==> src/match_params.svh <==
// Width, depth and threshold macros for the matching stage, included by the package and the RTL
`ifndef MATCH_PARAMS_SVH
`define MATCH_PARAMS_SVH

// Instruction word and field widths
`define MATCH_WORD_W 32
`define MATCH_REG_W 5
`define MATCH_CMD_W 5
`define MATCH_CC_W 4

// Loop buffer geometry, counted in pairs
`define MATCH_QUEUE_DEPTH 16
`define MATCH_QUEUE_PTR_W 4
// Fetch is warned once this many pairs are held
`define MATCH_LIMIT_LEVEL 8

// Issued/committed bookkeeping
`define MATCH_CNT_W 8
`define MATCH_COMMIT_OFS_W 3

// Byte distance between the two instructions of a pair
`define MATCH_PC_STEP 4

`endif

==> src/match_pkg.sv <==
// Instruction, pair, lane and issue-state types shared by the matching stage and its testbench
`include "match_params.svh"

package match_pkg;

	// Register view of the second source word
	typedef struct packed {
		logic [`MATCH_WORD_W-`MATCH_REG_W-1:0] pad;
		logic [`MATCH_REG_W-1:0] num;
	} src1_reg_t;

	// Source 1 is an immediate or a register number, chosen by source1_imm
	typedef union packed {
		logic [`MATCH_WORD_W-1:0] imm;
		src1_reg_t src_reg;
	} src1_u;

	// One-hot-ish execution unit selects
	typedef struct packed {
		logic sys_adder;
		logic sys_ldst;
		logic logic_op;
		logic shift;
		logic adder;
		logic mul;
		logic sdiv;
		logic udiv;
		logic ldst;
		logic branch;
	} ex_unit_t;

	typedef struct packed {
		logic [`MATCH_REG_W-1:0] destination;
		logic destination_sysreg;
		logic dest_rename;
		logic writeback;
		logic flags_writeback;
		logic [`MATCH_CMD_W-1:0] cmd;
		logic [`MATCH_CC_W-1:0] cc_afe;
		logic [`MATCH_REG_W-1:0] source0;
		src1_u source1;
		logic source0_flags;
		logic source1_imm;
		logic source0_active;
		logic source1_active;
		logic source0_sysreg;
		logic source1_sysreg;
		logic source0_sysreg_rename;
		logic source1_sysreg_rename;
		ex_unit_t ex_unit;
	} inst_payload_t;

	// Upstream view, one PC shared by the pair
	typedef struct packed {
		logic valid;
		logic commit_wait;
		inst_payload_t payload;
	} fetch_slot_t;

	typedef struct packed {
		fetch_slot_t [1:0] slot;
		logic [`MATCH_WORD_W-1:0] pc;
	} fetch_pair_t;

	// Stored view, each slot keeps its own PC
	typedef struct packed {
		fetch_slot_t inst;
		logic [`MATCH_WORD_W-1:0] pc;
	} queue_slot_t;

	typedef struct packed {
		queue_slot_t [1:0] slot;
	} queue_entry_t;

	// Downstream view
	typedef struct packed {
		logic valid;
		inst_payload_t payload;
	} issue_lane_t;

	typedef struct packed {
		issue_lane_t [1:0] lane;
		logic [`MATCH_WORD_W-1:0] pc;
	} issue_pair_t;

	typedef enum logic [1:0] {
		ISSUE_NORMAL,
		ISSUE_WAIT_SLOT0,
		ISSUE_WAIT_SLOT1
	} issue_state_t;

endpackage

==> src/commit_tracker.sv <==
// Issued versus committed instruction counts used to release commit-wait instructions
`timescale 1ns/1ps
`include "match_params.svh"

module commit_tracker (
	input logic iCLOCK,
	input logic inRESET,
	input logic clear,
	input logic issued_0,
	input logic issued_1,
	input logic [`MATCH_COMMIT_OFS_W-1:0] commit_offset,
	output logic all_committed
);

	localparam int CNT_W = `MATCH_CNT_W;

	logic [CNT_W-1:0] issued_cnt;
	logic [CNT_W-1:0] committed_cnt;

	// Both counts wrap, only their equality matters
	always_ff @(posedge iCLOCK or negedge inRESET) begin
		if (!inRESET) begin
			issued_cnt <= '0;
			committed_cnt <= '0;
		end else if (clear) begin
			issued_cnt <= '0;
			committed_cnt <= '0;
		end else begin
			issued_cnt <= issued_cnt + CNT_W'(issued_0) + CNT_W'(issued_1);
			// Commits keep arriving under back-pressure
			committed_cnt <= committed_cnt + CNT_W'(commit_offset);
		end
	end

	assign all_committed = (issued_cnt == committed_cnt);

endmodule

==> src/issue_control.sv <==
// Commit-wait FSM that turns the loop buffer head into two issue lanes and buffer pops
`timescale 1ns/1ps

module issue_control
	import match_pkg::*;
(
	input logic iCLOCK,
	input logic inRESET,
	input logic free_default,
	input queue_entry_t head,
	input logic empty,
	input logic next_lock,
	input logic all_committed,
	output logic pop,
	output logic issued_0,
	output logic issued_1,
	output issue_pair_t next
);

	issue_state_t state;
	issue_state_t state_next;
	logic live;
	logic s0_valid;
	logic s0_wait;
	logic s0_ready;
	logic s1_valid;
	logic s1_wait;
	logic s1_ready;
	logic [1:0] lane_valid;
	logic sel_slot1;

	// Head decode
	assign s0_valid = head.slot[0].inst.valid;
	assign s0_wait = s0_valid && head.slot[0].inst.commit_wait;
	assign s0_ready = s0_valid && !head.slot[0].inst.commit_wait;
	assign s1_valid = head.slot[1].inst.valid;
	assign s1_wait = s1_valid && head.slot[1].inst.commit_wait;
	assign s1_ready = s1_valid && !head.slot[1].inst.commit_wait;

	// Nothing moves without a head and an open downstream
	assign live = !empty && !next_lock;

	always_comb begin
		lane_valid = 2'b00;
		pop = 1'b0;
		state_next = state;
		if (live) begin
			case (state)
				ISSUE_NORMAL: begin
					lane_valid[0] = s0_ready;
					lane_valid[1] = s0_ready && s1_ready;
					pop = s0_ready && !s1_wait;
					if (s0_wait) begin
						state_next = ISSUE_WAIT_SLOT0;
					end else if (s1_wait) begin
						state_next = ISSUE_WAIT_SLOT1;
					end
				end
				ISSUE_WAIT_SLOT0: begin
					if (all_committed) begin
						lane_valid[0] = s0_valid;
						lane_valid[1] = s1_ready;
						pop = !s1_wait;
						state_next = s1_wait ? ISSUE_WAIT_SLOT1 : ISSUE_NORMAL;
					end
				end
				ISSUE_WAIT_SLOT1: begin
					// Slot 0 already left, slot 1 goes alone on lane 0
					if (all_committed) begin
						lane_valid[0] = s1_valid;
						pop = 1'b1;
						state_next = ISSUE_NORMAL;
					end
				end
				default: begin
					state_next = ISSUE_NORMAL;
				end
			endcase
		end
	end

	always_ff @(posedge iCLOCK or negedge inRESET) begin
		if (!inRESET) begin
			state <= ISSUE_NORMAL;
		end else if (free_default) begin
			state <= ISSUE_NORMAL;
		end else begin
			state <= state_next;
		end
	end

	assign sel_slot1 = (state == ISSUE_WAIT_SLOT1);

	// Lane assembly, lane 1 is always slot 1
	always_comb begin
		next.lane[0].valid = lane_valid[0];
		next.lane[1].valid = lane_valid[1];
		next.lane[1].payload = head.slot[1].inst.payload;
		if (sel_slot1) begin
			next.lane[0].payload = head.slot[1].inst.payload;
			next.pc = head.slot[1].pc;
		end else begin
			next.lane[0].payload = head.slot[0].inst.payload;
			next.pc = head.slot[0].pc;
		end
	end

	assign issued_0 = lane_valid[0];
	assign issued_1 = lane_valid[1];

endmodule

==> src/match_stage.sv <==
// Dual-issue matching stage between rename and the schedulers, top of the design
`timescale 1ns/1ps
`include "match_params.svh"

module match_stage
	import match_pkg::*;
(
	input logic iCLOCK,
	input logic inRESET,
	input logic free_default,
	input logic free_restart,
	input logic [`MATCH_COMMIT_OFS_W-1:0] commit_offset,
	input fetch_pair_t prev,
	output logic prev_lock,
	output logic loop_buffer_limit,
	output issue_pair_t next,
	input logic next_lock
);

	queue_entry_t head;
	logic empty;
	logic pop;
	logic issued_0;
	logic issued_1;
	logic all_committed;

	// Loop buffer, full doubles as the upstream lock
	pair_queue pair_queue_i (
		.iCLOCK(iCLOCK),
		.inRESET(inRESET),
		.flush(free_restart),
		.prev(prev),
		.pop(pop),
		.head(head),
		.empty(empty),
		.full(prev_lock),
		.limit(loop_buffer_limit)
	);

	commit_tracker commit_tracker_i (
		.iCLOCK(iCLOCK),
		.inRESET(inRESET),
		.clear(free_restart),
		.issued_0(issued_0),
		.issued_1(issued_1),
		.commit_offset(commit_offset),
		.all_committed(all_committed)
	);

	issue_control issue_control_i (
		.iCLOCK(iCLOCK),
		.inRESET(inRESET),
		.free_default(free_default),
		.head(head),
		.empty(empty),
		.next_lock(next_lock),
		.all_committed(all_committed),
		.pop(pop),
		.issued_0(issued_0),
		.issued_1(issued_1),
		.next(next)
	);

endmodule

==> src/pair_queue.sv <==
// Show-ahead loop buffer that stores incoming instruction pairs with per-slot PCs until issue
`timescale 1ns/1ps
`include "match_params.svh"

module pair_queue
	import match_pkg::*;
(
	input logic iCLOCK,
	input logic inRESET,
	input logic flush,
	input fetch_pair_t prev,
	input logic pop,
	output queue_entry_t head,
	output logic empty,
	output logic full,
	output logic limit
);

	localparam int PTR_W = `MATCH_QUEUE_PTR_W;
	localparam int CNT_W = `MATCH_QUEUE_PTR_W + 1;
	localparam logic [CNT_W-1:0] DEPTH = CNT_W'(`MATCH_QUEUE_DEPTH);
	localparam logic [CNT_W-1:0] LIMIT_LEVEL = CNT_W'(`MATCH_LIMIT_LEVEL);
	localparam logic [`MATCH_WORD_W-1:0] PC_STEP = `MATCH_WORD_W'(`MATCH_PC_STEP);

	queue_entry_t mem [`MATCH_QUEUE_DEPTH];
	queue_entry_t wr_entry;
	logic [PTR_W-1:0] wr_ptr;
	logic [PTR_W-1:0] rd_ptr;
	logic [CNT_W-1:0] count;
	logic wr_en;
	logic rd_en;

	// Split the shared PC, slot 1 sits one instruction later
	always_comb begin
		wr_entry.slot[0].inst = prev.slot[0];
		wr_entry.slot[0].pc = prev.pc;
		wr_entry.slot[1].inst = prev.slot[1];
		wr_entry.slot[1].pc = prev.pc + PC_STEP;
	end

	assign wr_en = (prev.slot[0].valid || prev.slot[1].valid) && !full;
	assign rd_en = pop && !empty;

	always_ff @(posedge iCLOCK) begin
		if (wr_en && !flush) begin
			mem[wr_ptr] <= wr_entry;
		end
	end

	always_ff @(posedge iCLOCK or negedge inRESET) begin
		if (!inRESET) begin
			wr_ptr <= '0;
			rd_ptr <= '0;
			count <= '0;
		end else if (flush) begin
			wr_ptr <= '0;
			rd_ptr <= '0;
			count <= '0;
		end else begin
			if (wr_en) begin
				wr_ptr <= wr_ptr + 1'b1;
			end
			if (rd_en) begin
				rd_ptr <= rd_ptr + 1'b1;
			end
			// Simultaneous write and pop leaves the count alone
			case ({wr_en, rd_en})
				2'b10: count <= count + 1'b1;
				2'b01: count <= count - 1'b1;
				default: count <= count;
			endcase
		end
	end

	// Head is visible as soon as it is written
	assign head = mem[rd_ptr];
	assign empty = (count == '0);
	assign full = (count == DEPTH);
	assign limit = (count >= LIMIT_LEVEL);

endmodule

==> config.mk <==
export PLATFORM = sky130hd
export DESIGN_NAME = match_stage
export DESIGN_NICKNAME = d
export VERILOG_FILES = /design/src/match_pkg.sv /design/src/commit_tracker.sv /design/src/issue_control.sv /design/src/match_stage.sv /design/src/pair_queue.sv
export VERILOG_INCLUDE_DIRS = /design/src /design/src/src
export SDC_FILE = /design/constraint.sdc
export NUM_CORES = 2
export LEC_CHECK = 0
export ABC_AREA = 1
export BUFFER_PORTS_ARGS = -buffer_cell sky130_fd_sc_hd__buf_2
export CAP_MARGIN = 10
export CORE_UTILIZATION = 45
export DETAILED_ROUTE_END_ITERATION = 6
export PLACE_DENSITY_LB_ADDON = 0.08
export SYNTH_ARGS = -nofsm -noshare
export SYNTH_HDL_FRONTEND = slang
export SYNTH_SLANG_ARGS = --single-unit
export TNS_END_PERCENT = 10
==> constraint.sdc <==
create_clock -name iCLOCK -period 22.9 [get_ports iCLOCK]
set_input_delay 4.58 -clock iCLOCK [delete_from_list [all_inputs] [get_ports iCLOCK]]
set_output_delay 4.58 -clock iCLOCK [all_outputs]
set_load 0.03 [all_outputs]
==> impl.org <==
** Synthesis
- The number of nets handed over by synthesis was 10026.
- In this run, distinct cell masters in the synthesized netlist total 43.
- Synthesis inferred approximately 3400 register bits.
- After synthesis, the mean cell area works out to 13.6 um2.
- Warning count from the yosys run :: 0
- Number of synthesized flops with an enable pin :: about 3400
- Ys flop type :: sky130_fd_sc_hd__edfxtp_1
- The share of the Yosys chip area taken by registers is 76.8%.
- Area of the mapped netlist :: 134000 um2
- FFs w/ async S/R, synth :: 0.906%
- In the synthesized netlist, the number of instances is 9820.

** Clock tree
- Reg clk slew, reported paths :: around 60 ps
- In this run, post-CTS hold repair placed 0 buffers.
- # H-tree levels :: 5
- Cell at the root of the clock tree :: sky130_fd_sc_hd__clkbuf_16
- Clock tree synthesis inserted a total of between 300 and 400 buffers.
- Post-cts repair resize count :: 0
- Clock tree from TritonCTS :: done
- Clock sink count :: 3423
- In this run the deepest clock path goes through 4 buffers.
- Clock latency on the worst-skew pair :: between 900 and 1000 ps
- Setup Fix Bufs, Post-CTS :: 0

** Timing
- Maximum operating frequency :: 84.9 MHz
- The count of final hold-check violations came to 0.
- Setup TNS :: 0 ps
- Slew at the pin closest to its max-slew limit :: 1310 ps
- Final-report setup violation count :: 0
- Subtracting the final worst setup slack from the clock period gives 11780 ps.
- Max-slew violation count :: 0
- Final period util :: 51.5%
- The clock arrives with approximately 45 ps of skew.
- Setup repair after global routing missed its margin :: no
- Worst slew margin relative to its limit :: 12.7%

** Placed design
- Number of buffers added on ports :: 371
- After legalization and detailed placement, the total HPWL measured 218000 um.
- Placer's final routability congestion estimate :: 0.785

** Worst setup path
- Critical path peak fanout :: 151
- Critical Path AT :: 7200 ps
- The worst setup path is captured at an output port.
- Startpoint Class :: flop
- Worst Setup Path Type :: reg2out
- Worst Path Required :: 18320 ps

** Layout
- Highest-count cells in the layout ignoring fill and taps :: sky130_fd_sc_hd__edfxtp_1 (3392), sky130_fd_sc_hd__nor2_1 (1304), sky130_fd_sc_hd__nand2_1 (1274), sky130_fd_sc_hd__o21ai_0 (1135), sky130_fd_sc_hd__nand3_1 (464)
- The post-route netlist has 10.4% of its cells at a drive strength greater than 1.
- The filler cells instantiated in the layout total 24797.
- At the end of the flow, the number of nets in the layout was 10236.
- The library cell used most frequently in the layout, excluding fill and tap cells, is sky130_fd_sc_hd__edfxtp_1.
- Area delta synth->final :: 12.6%

** Global route
- Met3 layer usage reported by global route :: 4.77%
- The first global-routing pass estimated ~610000 um of wire.
- met2 is the most crowded layer.
- The total overflow left after global routing is 0.
- Global routing usage on met2 :: approximately 45%
- Global routing used 28.0% of the available tracks across all layers.
- In the global route stage, met1 resource usage came out at just under 40%.
- Via count of the first global-routing pass :: slightly above 80000
- The number of antenna violations at the first check in global routing was 99.
- Pin count of the biggest net entering global routing :: 215

** Run
- Across the run, the number of max-cap violations was 0.

** Die
- Die outline height :: 547 um
- In this run the horizontal extent of the chip is ~550 um.
- Core area :: around 290000 um2
- The initialized floorplan defines slightly below 200 standard-cell rows.
- Initial Utilization :: 45.3%
- The die covers 299000 um2.
- Io pins :: 372

** Drt
- The detailed router finished its first iteration with ~9400 violations.
- Dividing the detail-routed via count by the number of cells gives 6.04.
- DR WL/cell :: 29.9 um
- Total Wirelength :: 428000 um
- First-pass detailed-route iteration total :: 5
- For this run, design rule violations remaining after detail routing come to 0.
- Vias :: around 86000
- Count of antenna-violating nets left after detailed routing :: 0

** Power and ir drop
- The worst-case IR drop observed on VDD is 0.0000792 V.
- Clk network pwr share :: between 30% and 40%
- Part of the total power dissipated in sequential elements :: about 41%
- Internal power consumption :: 11.2 mW
- Leak pwr :: 48.8 nW
- Switching power share of the total :: 34.4%
- Net Sw Power :: 5.89 mW
- The share of total power dissipated in combinational logic is between 20% and 30%.
- Overall power consumption :: 17.1 mW
- Power Dens Cells :: 114 nW/um2

** Run status
- The flow ran to the end, and the final reports show no timing, DRC or antenna violations.

** Hold path
- In this run the worst hold path is classified as reg2reg.
-- state kept, by name (all words and copies together) (netlist names) --
register	count
pair_queue_i.mem	3392
pair_queue_i.count	5
pair_queue_i.wr_ptr	4
commit_tracker_i.issued_cnt	8
pair_queue_i.rd_ptr	4
issue_control_i.state	2
commit_tracker_i.committed_cnt	8
-- power by group through the flow --
| stage | clock network, mW | registers (mW) | logic, mW |
|---|---|---|---|
| final | 5.67 | 7.05 | 4.39 |
| after floorplan | 0 | 7.19 | 2.66 |
| after CTS | 5.75 | 7.05 | 4.39 |
| after detailed placement | 0 | 7.18 | 4.38 |
| after global placement | 0 | 7.18 | 4.34 |
| after global routing | 5.98 | 7.06 | 4.69 |
-- per-layer routing --
layer	routed length, um	up-vias
li1	-	37440
met1	181000	44634
met2	200000	3479
met3	33500	679
met4	13100	54
met5	349	-
-- cell type report --
type	count	area (um2)	area share, %
clock inverters	199	1690	1.12
diodes	47	118	0.0782
flip-flops and latches	3423	103000	68.3
repair buffers	542	3360	2.23
clock buffers	461	9670	6.43
inverters	74	333	0.221
multi-input cells	5624	27600	18.4
well taps	3919	4900	3.26
-- worst paths after layout --
check	startpoint	end	slack, ps	cells past startpoint
max	pair_queue_i.rd_ptr[0]	next[38]	11120	12
min	pair_queue_i.count[4]	pair_queue_i.count[4]	510	2
max reg2reg	pair_queue_i.rd_ptr[2]	commit_tracker_i.issued_cnt[6]	17380	18
min reg2reg	pair_queue_i.count[4]	pair_queue_i.count[4]	510	2
max in group asynchronous	inRESET	pair_queue_i.rd_ptr[3]	18500	1
min in group asynchronous	inRESET	pair_queue_i.count[1]	3770	1
-- metrics by stage --
stage / area [um2] / setup slack [ps] / std cells / hold slack [ps] / util, %
floorplan: 134000 / 2550 / 9820 / 465 / -
global placement: 139000 / 12130 / 13572 / 499 / 47.1
detailed placement: 139000 / 12050 / 13573 / 499 / 47.1
CTS: 150000 / 11060 / 14233 / 519 / 51.0
global route: 150000 / 10650 / 14255 / 545 / 51.0
finish: 150000 / 11120 / 14289 / 510 / 51.0
-- worst max-delay path, stage by stage (launching register included) --
cell and delay [ps]:
sky130_fd_sc_hd__dfrtp_4 740, sky130_fd_sc_hd__inv_8 770, sky130_fd_sc_hd__buf_4 820, sky130_fd_sc_hd__buf_4 860
sky130_fd_sc_hd__buf_4 830, sky130_fd_sc_hd__buf_4 850, sky130_fd_sc_hd__o21ai_0 160, sky130_fd_sc_hd__o221ai_1 220
sky130_fd_sc_hd__nand4_1 100, sky130_fd_sc_hd__nand2_1 250, sky130_fd_sc_hd__nor2_1 80, sky130_fd_sc_hd__a31oi_1 170
sky130_fd_sc_hd__buf_2 220
-- cells by family (layout without fill, tap and decap cells) --
group | count (synthesis) | count (layout) | share of synthesized area (%)
and+or+nand+nor | 3284 | 3284 | 10.1
adders and majority gates | 16 | 16 | 0.167
DFF | 3423 | 3423 | 76.8
xor gates and xnor gates | 36 | 36 | 0.236
buffers and inverters | 773 | 1276 | 2.58
other | 0 | 47 | 0
AOI/OAI and AO/OA | 2288 | 2288 | 10.1
-- Yosys cell counts (55+ instances only) --
cell type	number	area (um2)
sky130_fd_sc_hd__a221oi_1	55	482
sky130_fd_sc_hd__nand4_1	188	1180
sky130_fd_sc_hd__edfxtp_1	3392	102000
sky130_fd_sc_hd__buf_4	57	428
sky130_fd_sc_hd__o221ai_1	287	2510
sky130_fd_sc_hd__nor2_1	1318	4950
sky130_fd_sc_hd__nand2_1	1274	4780
sky130_fd_sc_hd__nand3_1	464	2320
sky130_fd_sc_hd__a31oi_1	75	469
sky130_fd_sc_hd__clkbuf_1	395	1480
sky130_fd_sc_hd__o21ai_0	1135	5680
sky130_fd_sc_hd__buf_2	205	1030
sky130_fd_sc_hd__inv_1	66	248
sky130_fd_sc_hd__a21oi_1	222	1110
sky130_fd_sc_hd__o22ai_1	305	1910
sky130_fd_sc_hd__o21ai_1	130	651
Note: power is estimated with default switching activity, not from simulation.
